[src/bus0_cfg.svh]
// Bus host configuration with register reload values, LFSR seed and trigger bytes
`ifndef BUS0_CFG_SVH
`define BUS0_CFG_SVH

// Register reload values
`define BUS0_REG0_INIT 32'h89AB_CDEF
`define BUS0_REG1_INIT 32'h0984_4DFE
`define BUS0_REG2_INIT 32'h89AB_CDEF
`define BUS0_REG3_INIT 32'h856E_E81F

// LFSR seed with low byte D5 and bits 127 to 124 clear.
// First advance gives AA in the low byte (feedback 0^1^0^1 = 0).
// Second advance gives 55 (feedback 0^0^1^0 = 1), so the
// trigger fires on the second request after reset.
`define BUS0_LFSR_INIT 128'h0123_4567_89AB_CDEF_0123_4567_89AB_CDD5

// Trigger sequence seen on the LFSR low byte
`define BUS0_TRIG_SEQ1 8'hAA
`define BUS0_TRIG_SEQ2 8'h55

`endif

[src/bus0_pkg.sv]
// Bus host package with shared width types and the transfer state encoding
package bus0_pkg;

    // Data word on the bus and in the slave registers
    typedef logic [31:0] bus_word_t;

    // Register select
    typedef logic [1:0] reg_idx_t;

    // Byte watched by the trigger
    typedef logic [7:0] trig_byte_t;

    // Full LFSR state
    typedef logic [127:0] lfsr_state_t;

    // Five-step transfer sequence
    typedef enum logic [2:0] {
        host_idle,
        host_arb,
        host_xfer,
        host_out,
        host_done
    } host_state_t;

endpackage

[src/reg_bank_if.sv]
// Host to register bank link carrying select, swap data and reload
`timescale 1ns/1ps

interface reg_bank_if import bus0_pkg::*; ();

    reg_idx_t  sel;    // Register being accessed
    bus_word_t wdata;  // New register content
    logic      swap;   // One-cycle swap strobe
    bus_word_t rdata;  // Content from before the swap
    logic      reload; // Restore every register to its init value

    modport host (
        output sel,
        output wdata,
        output swap,
        output reload,
        input  rdata
    );

    modport bank (
        input  sel,
        input  wdata,
        input  swap,
        input  reload,
        output rdata
    );

endinterface

[src/pattern_lfsr.sv]
// 128-bit pattern LFSR stepping on request cycles and exposing its low byte
`timescale 1ns/1ps
`include "bus0_cfg.svh"

module pattern_lfsr import bus0_pkg::*; (
    input  logic       clk,
    input  logic       rst,
    input  logic       advance,
    output trig_byte_t lfsr_byte
);

    lfsr_state_t lfsr_q;
    logic        feedback;

    // Taps at 127, 6, 1 and 0
    assign feedback = lfsr_q[127] ^ lfsr_q[6] ^ lfsr_q[1] ^ lfsr_q[0];

    always_ff @(posedge clk or posedge rst) begin
        if (rst) begin
            lfsr_q <= `BUS0_LFSR_INIT;
        end else if (advance) begin
            lfsr_q <= {lfsr_q[126:0], feedback}; // Shift left with feedback into bit 0
        end
    end

    assign lfsr_byte = lfsr_q[7:0];

endmodule

[src/trigger_detector.sv]
// Two-byte sequence detector that pulses force_reset on SEQ1 then SEQ2
`timescale 1ns/1ps
`include "bus0_cfg.svh"

module trigger_detector import bus0_pkg::*; (
    input  logic       clk,
    input  logic       rst,
    input  trig_byte_t lfsr_byte,
    output logic       force_reset
);

    logic armed_q;
    logic fire_q;
    logic hit_seq1;
    logic hit_seq2;

    assign hit_seq1 = (lfsr_byte == `BUS0_TRIG_SEQ1);
    assign hit_seq2 = (lfsr_byte == `BUS0_TRIG_SEQ2);

    // Armed while the byte sits on SEQ1
    // Any other byte drops it again
    always_ff @(posedge clk or posedge rst) begin
        if (rst) begin
            armed_q <= 1'b0;
        end else begin
            armed_q <= hit_seq1;
        end
    end

    // SEQ2 right after SEQ1 fires for one cycle
    always_ff @(posedge clk or posedge rst) begin
        if (rst) begin
            fire_q <= 1'b0;
        end else begin
            fire_q <= armed_q && hit_seq2;
        end
    end

    assign force_reset = fire_q;

    // Firing needs SEQ1 the cycle before, so two fires cannot be adjacent
    a_fire_single: assert property (
        @(posedge clk) disable iff (rst)
        force_reset |=> !force_reset
    ) else $error("force_reset held for more than one cycle");

endmodule

[src/slave_reg_bank.sv]
// Four 32-bit slave registers with swap access and reload to init values
`timescale 1ns/1ps
`include "bus0_cfg.svh"

module slave_reg_bank import bus0_pkg::*; (
    input logic        clk,
    input logic        rst,
    reg_bank_if.bank   bank
);

    localparam int NUM_REGS = 4;

    localparam bus_word_t INIT_VAL [NUM_REGS] = '{
        `BUS0_REG0_INIT,
        `BUS0_REG1_INIT,
        `BUS0_REG2_INIT,
        `BUS0_REG3_INIT
    };

    bus_word_t regs_q [NUM_REGS];

    // Registers restore on reset and on reload
    always_ff @(posedge clk or posedge rst) begin
        if (rst) begin
            for (int i = 0; i < NUM_REGS; i++) begin
                regs_q[i] <= INIT_VAL[i];
            end
        end else if (bank.reload) begin
            for (int i = 0; i < NUM_REGS; i++) begin
                regs_q[i] <= INIT_VAL[i];
            end
        end else if (bank.swap) begin
            regs_q[bank.sel] <= bank.wdata;
        end
    end

    // Old content leaves at the same edge the new one lands
    always_ff @(posedge clk) begin
        if (bank.swap) begin
            bank.rdata <= regs_q[bank.sel];
        end
    end

    // Host must abort a swap when the trigger fires
    a_no_swap_reload: assert property (
        @(posedge clk) disable iff (rst)
        !(bank.swap && bank.reload)
    ) else $error("swap and reload asserted together");

endmodule

[src/bus0_host.sv]
// Bus host FSM that sequences the register swap and drives slave_data and bus_ack
`timescale 1ns/1ps

module bus0_host import bus0_pkg::*; (
    input  logic      clk,
    input  logic      rst,
    input  bus_word_t master_data,
    input  logic      master_req,
    input  reg_idx_t  reg_sel,
    input  logic      force_reset,
    reg_bank_if.host  host,
    output bus_word_t slave_data,
    output logic      bus_ack
);

    host_state_t state_q;
    host_state_t state_d;

    // Next state
    always_comb begin
        state_d = state_q;
        if (force_reset) begin
            state_d = host_idle; // Abort whatever is in flight
        end else begin
            case (state_q)
                host_idle: begin
                    if (master_req) begin
                        state_d = host_arb;
                    end
                end
                host_arb:  state_d = host_xfer;
                host_xfer: state_d = host_out;
                host_out:  state_d = host_done;
                host_done: state_d = host_idle;
                default:   state_d = host_idle;
            endcase
        end
    end

    always_ff @(posedge clk or posedge rst) begin
        if (rst) begin
            state_q <= host_idle;
        end else begin
            state_q <= state_d;
        end
    end

    // Requester keeps reg_sel and master_data steady until ack
    assign host.sel    = reg_sel;
    assign host.wdata  = master_data;
    assign host.swap   = (state_q == host_xfer) && !force_reset;
    assign host.reload = force_reset; // Relay trigger to the bank

    // Response path
    always_ff @(posedge clk or posedge rst) begin
        if (rst) begin
            slave_data <= '0;
            bus_ack    <= 1'b0;
        end else if (force_reset) begin
            slave_data <= '0;
            bus_ack    <= 1'b0;
        end else begin
            bus_ack <= (state_q == host_out);
            if (state_q == host_out) begin
                slave_data <= host.rdata; // Value from before the swap
            end
        end
    end

    // Ack is always a single-cycle pulse
    a_ack_pulse: assert property (
        @(posedge clk) disable iff (rst)
        bus_ack |=> !bus_ack
    ) else $error("bus_ack held for more than one cycle");

    // State register never leaves the enum
    a_state_legal: assert property (
        @(posedge clk) disable iff (rst)
        state_q inside {host_idle, host_arb, host_xfer, host_out, host_done}
    ) else $error("illegal host state");

    // Ack follows a request by exactly four edges unless aborted
    a_req_to_ack: assert property (
        @(posedge clk) disable iff (rst)
        (state_q == host_idle && master_req && !force_reset)
            ##1 (!force_reset [*3]) |=> bus_ack
    ) else $error("bus_ack missing four cycles after request");

endmodule

[src/trojan2_bus0_top.sv]
// Bus host top level joining the host FSM, register bank, LFSR and trigger
`timescale 1ns/1ps
`include "bus0_cfg.svh"

module trojan2_bus0_top import bus0_pkg::*; (
    input  logic      clk,
    input  logic      rst,
    input  bus_word_t master_data,
    input  logic      master_req,
    input  reg_idx_t  reg_sel,
    output bus_word_t slave_data,
    output logic      bus_ack
);

    trig_byte_t lfsr_byte;
    logic       force_reset;

    reg_bank_if bank_bus ();

    // Pattern source steps once per request cycle
    pattern_lfsr u_lfsr (
        .clk       (clk),
        .rst       (rst),
        .advance   (master_req),
        .lfsr_byte (lfsr_byte)
    );

    trigger_detector u_trigger (
        .clk         (clk),
        .rst         (rst),
        .lfsr_byte   (lfsr_byte),
        .force_reset (force_reset)
    );

    slave_reg_bank u_bank (
        .clk  (clk),
        .rst  (rst),
        .bank (bank_bus.bank)
    );

    bus0_host u_host (
        .clk         (clk),
        .rst         (rst),
        .master_data (master_data),
        .master_req  (master_req),
        .reg_sel     (reg_sel),
        .force_reset (force_reset),
        .host        (bank_bus.host),
        .slave_data  (slave_data),
        .bus_ack     (bus_ack)
    );

endmodule

[config.mk]
export PLATFORM = sky130hd
export DESIGN_NAME = trojan2_bus0_top
export DESIGN_NICKNAME = d
export VERILOG_FILES = /design/src/bus0_pkg.sv /design/src/reg_bank_if.sv /design/src/pattern_lfsr.sv /design/src/trigger_detector.sv /design/src/slave_reg_bank.sv /design/src/bus0_host.sv /design/src/trojan2_bus0_top.sv
export VERILOG_INCLUDE_DIRS = /design/src
export SDC_FILE = /design/constraint.sdc
export NUM_CORES = 1
export LEC_CHECK = 0
export BUFFER_PORTS_ARGS = -buffer_cell sky130_fd_sc_hd__buf_2
export CAP_MARGIN = 20
export CORE_MARGIN = 4
export CORE_UTILIZATION = 65
export CTS_CLUSTER_DIAMETER = 50
export CTS_CLUSTER_SIZE = 16
export DETAILED_ROUTE_END_ITERATION = 10
export HOLD_SLACK_MARGIN = 0.15
export PLACE_DENSITY = 0.94
export SYNTH_ARGS = -nofsm -noshare
export SYNTH_HDL_FRONTEND = slang
export SYNTH_SLANG_ARGS = --single-unit
[constraint.sdc]
create_clock -name clk -period 29.3 [get_ports clk]
set_clock_uncertainty 0.05 [all_clocks]
set_input_delay 5.86 -clock clk [delete_from_list [all_inputs] [get_ports clk]]
set_output_delay 5.86 -clock clk [all_outputs]
set_load 0.01 [all_outputs]
Word level (Yosys, flattened, before mapping)
Index checks and enable logic that the tools add are counted.

storage, ports and cells
  register bits after elaboration = 326
  output and inout bits = 33
  bits in writable memories = 0
  input bits = 37
  memories kept = 0
  word-level logic and storage cells = 44
  bits in latches = 0
  ROM bits = 0

operators by class
  equality and inequality tests = 6
  div/mod/pow operators = 0
  add/sub/neg operators = 0
  shifts and indexed selects = 0
  multiplexer cells = 14
  multipliers = 0
  magnitude comparators = 2
  reductions and logical operators = 7
  bitwise gates (word level) = 4

operators with widths
  kind                  number
  $mux W128             2
  $mux W32              5
  $bwmux W128           1
  $bmux W32 S2          1
  $demux W32 S2         1
  $pmux W3 S4           1
  $eq A8 B7 Y1 const B  1
  $eq A8 B8 Y1 const B  1
  $eq A3 B2 Y1 const B  2
  $mux W3               2
  $reduce_bool A2 Y1    2
  $eq A3 B1 Y1 const B  1
  $ge A3 B3 Y1 const B  1
  $logic_and A1 B1 Y1   3
  $logic_not A3 Y1      1
  $lt A3 B1 Y1 const B  1
  $ne A3 B3 Y1 const B  1
  $not A2 Y3            1
  $xor A1 B1 Y1         3
  $logic_not A1 Y1      1
  $mux W1               1

Depth between registers and ports, before layout
Gate-level depths: netlist of run 1.

  depth after elaboration = 8
  mapped depth = 7
  gate-level depth less buffers = 4

Hierarchy
A second synthesis of run 1 with hierarchy kept.

second synthesis, totals
  cells, all modules = 1033
  area total of the unflattened synthesis = 14605.3 um^2

modules (own cells, without submodules)
  module            sequential area each (um^2)  cells each  area an instance (um^2)  instances
  slave_reg_bank    4254.1                       551         7458.4                   1
  pattern_lfsr      3280.6                       284         4993.5                   1
  bus0_host         900.9                        188         2043.2                   1
  trigger_detector  50.0                         10          110.1                    1

Least setup slack after synthesis of run 1
Ideal clock, no wire load.

  kind = input to register
  start = input port reg_sel[0]
  end = register u_bank.bank.rdata[10], data pin
  path slack = 22.111 ns
  stages = 3
  buffers on the path = 2
  arrival = 6.868 ns
  cell sequence = buf_2 buf_2 mux4_2

on the way
  word-level cells in the longest chain between the ends = 4

RTL lines
  what                                         RTL line                source
  from (decl)                                  trojan2_bus0_top.sv:10  input reg_idx_t reg_sel,
  $not A2 Y3 (implied by the code)             slave_reg_bank.sv:40    bank.rdata <= regs_q[bank.sel];
  $bmux W32 S2                                 slave_reg_bank.sv:40
  $mux W32 (implied by the code) (2 in a row)  slave_reg_bank.sv:40
  to (signal assigned)                         slave_reg_bank.sv:40
  to (decl)                                    reg_bank_if.sv:25       output rdata

No other way between the ends. The select of a mux whose other input is x is not followed.
A chain may end at the register's enable or synchronous reset.

Worst setup path in the final report of run 1
  start = input port reg_sel[1]
  end = register u_bank.regs_q[55] (netlist bit)

on the way
  word-level cells in the longest chain between the ends = 8
  elaborated cells on any way between the ends = 9
  classes of those cells = order compare: 2; mux: 5; bitwise: 1; reduce/logical: 1

RTL lines
  what                                                                RTL line              source
  $not A2 Y3 (implied by the code) (*)                                slave_reg_bank.sv:33  regs_q[bank.sel] <= bank.wdata;
  $ge A3 B3 Y1 (implied by the code) or $lt A3 B1 Y1 (tied branches)  slave_reg_bank.sv:33
  $logic_and A1 B1 Y1 (implied by the code)                           slave_reg_bank.sv:33
  $mux W32 (implied by the code)                                      slave_reg_bank.sv:33
  $demux W32 S2 (*)                                                   slave_reg_bank.sv:33
  $bwmux W128 (*)                                                     slave_reg_bank.sv:33
  $mux W128 (*)                                                       slave_reg_bank.sv:32  end else if (bank.swap) begin
  $mux W128 (*)                                                       slave_reg_bank.sv:28  end else if (bank.reload) begin
  to (signal, indexed assignment)                                     slave_reg_bank.sv:26  regs_q[i] <= INIT_VAL[i];
  to (signal, indexed assignment)                                     slave_reg_bank.sv:30  regs_q[i] <= INIT_VAL[i];
  to (signal, indexed assignment)                                     slave_reg_bank.sv:33
  to (decl)                                                           slave_reg_bank.sv:20  bus_word_t regs_q [NUM_REGS];

Every way passes the cells marked *; elsewhere a longest branch is shown, timed or not. The select of a mux whose other input is x is not followed.

==> results.md, run 1 <==
- Status: finished, final reports clean
- Die ar.: 21900 µm²
- RSZ-0062 raised after global routing: no
- Worst vdd ir: 0.0853 mV
- Data required, critical path: 29.72 ns
- Area share of the largest cell type after synthesis: 31.5%
- Hold_buf cts: 0
- Part of the power in registers: a little over half
- Setup Viol. Count Final: 0
- Slew HR: between 30% and 40%
- Clock Latency Late Sink: approximately 0.55 ns
- Post-CTS Repair Setup Buffers: 0
- Synth area leaders: dfrtp_1 (31%), dfstp_2 (28%), mux2_2 (11%)
- Routed vias: 7353
- Fin area: between 10000 and 15000 µm²
- Pin count of the biggest net entering global routing: 153
- Arr. time, crit path: 8.05 ns
- R2r worst-path depth: 5
- Int Power: 1.01 mW
- Peak Freq: 0.131 GHz
- Critical path startpoint category: primary input
- Clock Tree Buf Depth: 3
- Place WS: 20.76 ns
- Hold EP: u_host.slave_data[11]
- Final WS setup: ~22 ns
- All-layer global routing usage: about a quarter
- TNS Setup: 0 ns
- Root Buffer: clkbuf_16
- Most common cell after layout, fill and taps aside: dfrtp_1
- CTS Sinks: approximately 330
- Die Width: 148 µm
- Pleak: around 6.3 nW
- Comb power frac: roughly 22%
- Commonest non-fill, non-tap cells in the layout: dfrtp_1 (160), dfstp_2 (134), mux2_2 (126)
- IO buf count: 69
- Area Growth Syn to Fin: 11.5%
- Syn nets: between 800 and 900
- Cell area after synthesis: roughly 13000 µm²
- DRT iter0 DRCs: around 780
- Cells after Synth: around 770
- HPWL Detailed: between 15000 and 20000 µm
- Register bit count reported by yosys: between 300 and 400
- Mean Syn Cell Area: around 16 µm²
- Initial Util: between 60% and 70%
- Hold path start: u_bank.bank.rdata[11]
- Ratio of cells with drive above 1 in the final layout: between 50% and 60%
- Worst-path clk slew: 0.07 ns
- CP max-delay cell: nor2b_1
- Die height: between 100 and 150 µm
- Antenna violation net count after detailed routing: 0
- NetSw: slightly above 0.4 mW
- Total Routed Length: 26800 µm
- Avg Vias per Cell: roughly 6.6
- Crit. End Element: register
- CORE AREA: approximately 19000 µm²
- Routability cong.: ~0.79
- Initial antenna violation count: 3
- Period minus WS final: about 7.6 ns
- Post-synth top area cell: dfrtp_1
- Top Ports: 70
- Crit path max fanout: 39
- Setup Crit Path Kind: in -> reg
- Final Max Slew Viols: 0
- R2r endpoint: u_bank.regs_q[76]
- Sw frac: between 20% and 30%
- Dominant synthesized flop cell: dfrtp_1
- Row count: 50
- Async SR Flop Fraction: 90.2%
- Drt wl/cell: between 20 and 25 µm
- Drt first pass iters: 5
- Worst Path Buf+Inv: 2
- Final net count: 873
- CTS tree: done
- Inserted Clock Buffers: 27
- Critical Path Max Stage Delay: approximately 0.75 ns
- Power Density: about 100 nW/µm²
- Hold Violations, Final: 0
- Crit-path cells: buf_2 > buf_4 > nor2b_1 > nand2_1 > o22a_1
- Worst hold path class: reg -> reg
- Post-synth EDFFs: 32
- Clock power share: between 20 and 25%
- Max H-tree Level: 1
- Period utilisation layout: 26.1%
- Residual DRC: 0
- Worst slew pin tran: approximately 1.0 ns
- Worst R2R Setup Slack: roughly 26 ns
- Global-route congestion overflow total: 0
- Dpl cell area: ~13000 µm²
- Post-synthesis sequential area ratio: about two thirds
- Netlist cell types: between 40 and 50
- First-pass GRT wire length: roughly 44000 µm
- Crit path max-delay family: simple AND/OR/NAND/NOR gates
- Vias in the first global route: about 7900
- Hold path depth: 1
- Post-CTS resize count: 0
- YS warnings: 0
- RR Startpoint: u_trigger.force_reset
- MaxCap Viol Count: 0
==> worst reg2reg max path: cells and delay by family, from the launching register on <==
kind | cells | cell delay (ns)
DFF | 1 | 0.38
buffers and inverters | 2 | 0.75
AOI/OAI and AO/OA | 1 | 0.26
and+or+nand+nor | 2 | 1.44
==> cells in the mapped netlist (all sizes together) (3+ instances only) <==
| cell | count |
|---|---|
| a211o | 15 |
| a21oi | 4 |
| a22o | 88 |
| and3 | 15 |
| buf | 25 |
| clkbuf | 28 |
| dfrtp | 160 |
| dfstp | 134 |
| edfxtp | 32 |
| inv | 3 |
| mux2 | 126 |
| mux4 | 32 |
| nand2 | 10 |
| nand3 | 10 |
| nor2 | 4 |
| nor2b | 3 |
| nor3 | 4 |
| o21ai | 8 |
| o22a | 52 |
==> registers in the layout, indices dropped and copies added, names as in the netlist <==
signal and cells:
u_bank.bank.rdata 32, u_bank.regs_q 128, u_host.bus_ack 1, u_host.slave_data 32
u_host.state_q 3, u_lfsr.lfsr_q 128, u_trigger.armed_q 1, u_trigger.force_reset 1
==> layer usage <==
layer | GRT usage [%] | vias to the layer above | wire length (µm)
li1 | - | 3080 | -
met1 | 33.9 | 3827 | 10400
met2 | 41.4 | 360 | 13500
met3 | 4.90 | 82 | 1890
met4 | 9.52 | 4 | 921
met5 | 0 | - | 20
==> power by group through the flow <==
stage                     logic, mW  registers [mW]  clock network, mW
after floorplan               0.222           0.725                  0
after global placement        0.294           0.737                  0
after global routing          0.342           0.762              0.374
final                         0.317           0.749              0.353
after CTS                     0.318           0.745              0.356
after detailed placement      0.311           0.747                  0
==> worst max-delay path by stage <==
stage | to | slack, ns | cells past startpoint | startpoint
3_5_place_dp | u_host.slave_data[7] | 20.76 | 4 | rst
2_1_floorplan | u_bank.regs_q[100] | 15.49 | 1 | rst
6_report | u_bank.regs_q[55] | 21.66 | 5 | reg_sel[1]
5_1_grt | u_bank.regs_q[16] | 21.41 | 5 | rst
3_3_place_gp | u_bank.regs_q[16] | 20.79 | 4 | rst
4_1_cts | u_host.slave_data[7] | 21.32 | 4 | rst
==> metrics by stage <==
step | util (%) | cells | power [mW] | hold slack (ns)
detailed placement | 70.0 | 1064 | 1.06 | 0.411
global placement | 70.0 | 1064 | 1.03 | 0.402
global route | 74.7 | 1117 | 1.48 | 0.442
floorplan | - | 774 | 0.947 | 0.399
CTS | 74.5 | 1113 | 1.42 | 0.423
finish | 74.7 | 1117 | 1.42 | 0.422
==> cell type report <==
cell class	instances	area, µm²
flip-flops and latches	326	8490
fillers	1079	4790
multi-input cells	391	3980
clock buffers	39	783
repair buffers	86	495
well taps	260	325
clock inverters	10	72.6
inverters	4	23.8
diodes	1	2.50
==> cells by family after synthesis <==
kind of cell / count (synthesis) / share of synthesized area [%]
XOR/XNOR: 3 / 0.207
multiplexers: 159 / 16.9
buffers and inverters: 57 / 2.02
AO/OA/AOI/OAI: 170 / 11.3
AND/OR/NAND/NOR: 59 / 2.79
flip-flops: 326 / 66.8
(Power assumes the default switching activity.)
==> run 2: changes to the inputs <==
Settings changed: ABC_AREA set to 1, CORE_UTILIZATION 65 to 55, PLACE_DENSITY 0.94 to 0.86.
Clock period 29.3 ns to 6.4 ns, I/O delays scaled along.
==> results.md, run 2 <==
- Post-synth EDFFs: 32 (unchanged)
- Pwr Total: 6.34 mW (+350%)
- Critical Path Max Stage Delay: 0.78 ns (+0.03 ns)
- R2r endpoint: u_bank.regs_q[80]
- Most common cell after layout, fill and taps aside: nand2_1
- DRT iter0 DRCs: 1254 (+60%)
- Crit-path cells: clkinv_2 > buf_4 > nand2_4 > nand2_2 > nand2_1 > nand2_1
- Hold Violations, Final: 0 (unchanged)
- Worst vdd ir: 0.336 mV (+290%)
- Die height: 167 µm (+13%)
- Top Ports: 70 (unchanged)
- CTS tree: done
- Synth top cells by count: nand2_1 (833), dfrtp_1 (160), nand3_1 (138), dfstp_2 (134), inv_1 (58)
- Power Density: 415 nW/µm² (+310%)
- Filler cell count: 1958 (+81%)
- Setup Crit Path Kind: reg -> reg
- Async SR Flop Fraction: 90.2% (unchanged)
- CORE AREA: 24500 µm² (+29%)
- Residual DRC: 0 (unchanged)
- Die ar.: 27800 µm² (+27%)
- IO buf count: 69 (unchanged)
- Post-layout util: 62.4% (-12 points)
- Total Routed Length: 31300 µm (+17%)
- Pin count of the biggest net entering global routing: 171 (+12%)
- Dominant synthesized flop cell: dfrtp_1
- Critical path startpoint category: register
- Global-route congestion overflow total: 0 (unchanged)
- Placed Cells: 1908 (+79%)
- Final Max Slew Viols: 0 (unchanged)
- Worst slew pin tran: 0.984 ns (-0.0263 ns)
- MaxCap Viol Count: 0 (unchanged)
- Synth area leaders: dfrtp_1 (29%), dfstp_2 (25%), nand2_1 (23%)
- Pleak: 7.83 nW (+24%)
- Peak Freq: approximately 0.29 GHz
- Initial antenna violation count: 2 (-1)
- Register bit count reported by yosys: 326 (unchanged)
- CTS Sinks: 326 (unchanged)
- Post-Synth Simple-Gate Area: 30.1% (+27 points)
- Avg Vias per Cell: 5.51 (-16%)
- Worst-path clk slew: 0.06 ns (about the same)
- Max H-tree Level: 1 (unchanged)
- Row count: 57 (+14%)
- All-layer global routing usage: 22.6% (-2.5 points)
- Cell area after synthesis: 13900 µm² (+9.1%)
- Portion of netlist area occupied by mux cells: 0% (-17 points)
- Mean Syn Cell Area: 8.70 µm² (-47%)
- Ratio of cells with drive above 1 in the final layout: 18.8% (-31 points)
- Drt first pass iters: 6 (+1)
- Routability cong.: 0.842 (+6.5%)
- Area Growth Syn to Fin: 10.3%
- Final net count: 1653 (+89%)
- Clock Tree Buf Depth: 3 (unchanged)
- Antenna violation net count after detailed routing: 0 (unchanged)
- Netlist cell types: 26 (-37%)
- Arr. time, crit path: 3.80 ns (-4.25 ns)
- Hold EP: u_host.slave_data[22]
- Top-count cell post-synth: nand2_1
- Worst Path Buf+Inv: 2 (unchanged)
- Hold_buf cts: 0 (unchanged)
- Routed vias: 10800 (+47%)
- RR Startpoint: u_trigger.force_reset
- Area share of the largest cell type after synthesis: 28.9% (-2.6 points)
- Post-synthesis adder-cell area fraction: 0% (unchanged)
- Slew HR: 34.3% (+1.8 points)
- CP max-delay cell: dfrtp_1
- Data required, critical path: 6.77 ns (-22.95 ns)
- R2r worst-path depth: 6 (+1)
- Crit path max-delay family: buffers and inverters
- Top flop regs: u_bank.regs_q (128), u_lfsr.lfsr_q (128)
- Hold path depth: 2 (+1)
- Post-synthesis sequential area ratio: 61.2% (-5.6 points)
- Setup Viol. Count Final: 0 (unchanged)
- Minimum hold slack: 0.401 ns (-0.0205 ns)
- Commonest non-fill, non-tap cells in the layout: nand2_1 (832), dfrtp_1 (160), nand3_1 (138)
- RSZ-0062 raised after global routing: no
- Fin area: 15300 µm² (+8.0%)
- Largest family of logic cells by synthesized area: simple AND/OR/NAND/NOR gates
- Vias in the first global route: 10800 (+37%)
- Final WS setup: 2.96 ns (-18.70 ns)
- Dpl cell area: 14300 µm² (+7.9%)
- Syn nets: 1632 (+100%)
- Root Buffer: clkbuf_16
- Clock Latency Late Sink: 0.54 ns (about the same)
- Die Width: 167 µm (+13%)
- Post-CTS resize count: 0 (unchanged)
- Period utilisation layout: a little over half
- TNS Setup: 0 ns (unchanged)
- Crit path top cell by count: nand2_1
- HPWL Detailed: 18200 µm (+15%)
- Post-CTS Repair Setup Buffers: 0 (unchanged)
- Cells after Synth: 1595 (+110%)
- Post-Synth XOR/XNOR Area: 0.0631% (-0.14 points)
- Initial Util: 56.6% (-11 points)
- Place WS: 3.01 ns (-17.75 ns)
- YS warnings: 0 (unchanged)
- Complex-gate fraction of the synthesized area: 3.54% (-7.8 points)
- Drt wl/cell: 16.0 µm (-33%)
- Hold path start: u_bank.bank.rdata[22]
- Crit. End Element: register
- Final Non-Filler Cells: 1962 (+76%)
- Worst R2R Setup Slack: 2.96 ns (-23.39 ns)
- Crit path max fanout: 73 (+87%)
- Post-synth top area cell: dfrtp_1
- Inserted Clock Buffers: 29 (+7.4%)
- Status: finished, final reports clean
- Worst hold path class: reg -> reg
- Period minus WS final: approximately 3.4 ns
- First-pass GRT wire length: 53000 µm (+22%)
-- run 2: changes by cell type in the layout (fill, tap and decap cells not counted), sizes merged, moves of 18 or more --
cell	change
nand2	+829
a22oi	+32
a22o	-88
or2	+19
nand4	+18
nand3	+128
o21ai	+40
mux2	-126
mux4	-32
inv	+56
o22a	-52
-- run 2: worst max-delay path by stage --
stage	from	endpoint	slack [ns]	depth (start not counted)
global route	u_trigger.force_reset	u_bank.regs_q[80]	2.65	6
floorplan	rst	u_bank.regs_q[100]	1.28	1
global placement	reg_sel[1]	u_bank.regs_q[108]	2.99	7
detailed placement	u_trigger.force_reset	u_bank.regs_q[80]	3.01	6
CTS	u_trigger.force_reset	u_bank.regs_q[80]	2.99	6
finish	u_trigger.force_reset	u_bank.regs_q[80]	2.96	6
-- run 2: cell families (layout without fill, tap and decap cells) --
logic type | count (synthesis) | after routing
AO/OA/AOI/OAI | 81 | 81
buffers and inverters | 159 | 201
other | 0 | 1
AND/OR/NAND/NOR | 1028 | 1028
XOR/XNOR | 1 | 1
flip-flops | 326 | 326
-- run 2: cell type report --
type	instances	area, µm²	share of cell area (%)
clock buffer	37	797	5.21
sequential	326	8490	55.5
timing repair buffer	86	512	3.34
multi-input combinational	1110	4690	30.7
antenna	1	2.50	0.0164
inverter	63	243	1.59
clock inverter	15	161	1.05
tap	324	405	2.65
-- run 2: worst register-to-register path: stages, from the launching register on --
cell,delay (ns)
dfrtp_1,0.78
clkinv_2,0.74
buf_4,0.61
nand2_4,0.35
nand2_2,0.48
nand2_1,0.23
nand2_1,0.08
-- run 2: per-layer routing --
metal	track usage, %	part of all wire [%]	vias to the layer above
met4	8.15	3.3	2
met1	31.1	41	5192
met5	0	0.051	-
li1	-	-	5050
met3	3.53	7.0	91
met2	37.0	49	474
-- run 2: power breakdown --
group          switching, mW  leakage [nW]  total, mW  internal, mW
logic                  0.882          3.57       1.33         0.447
registers              0.334          3.80       3.26          2.93
clock network          0.782         0.465       1.76         0.975
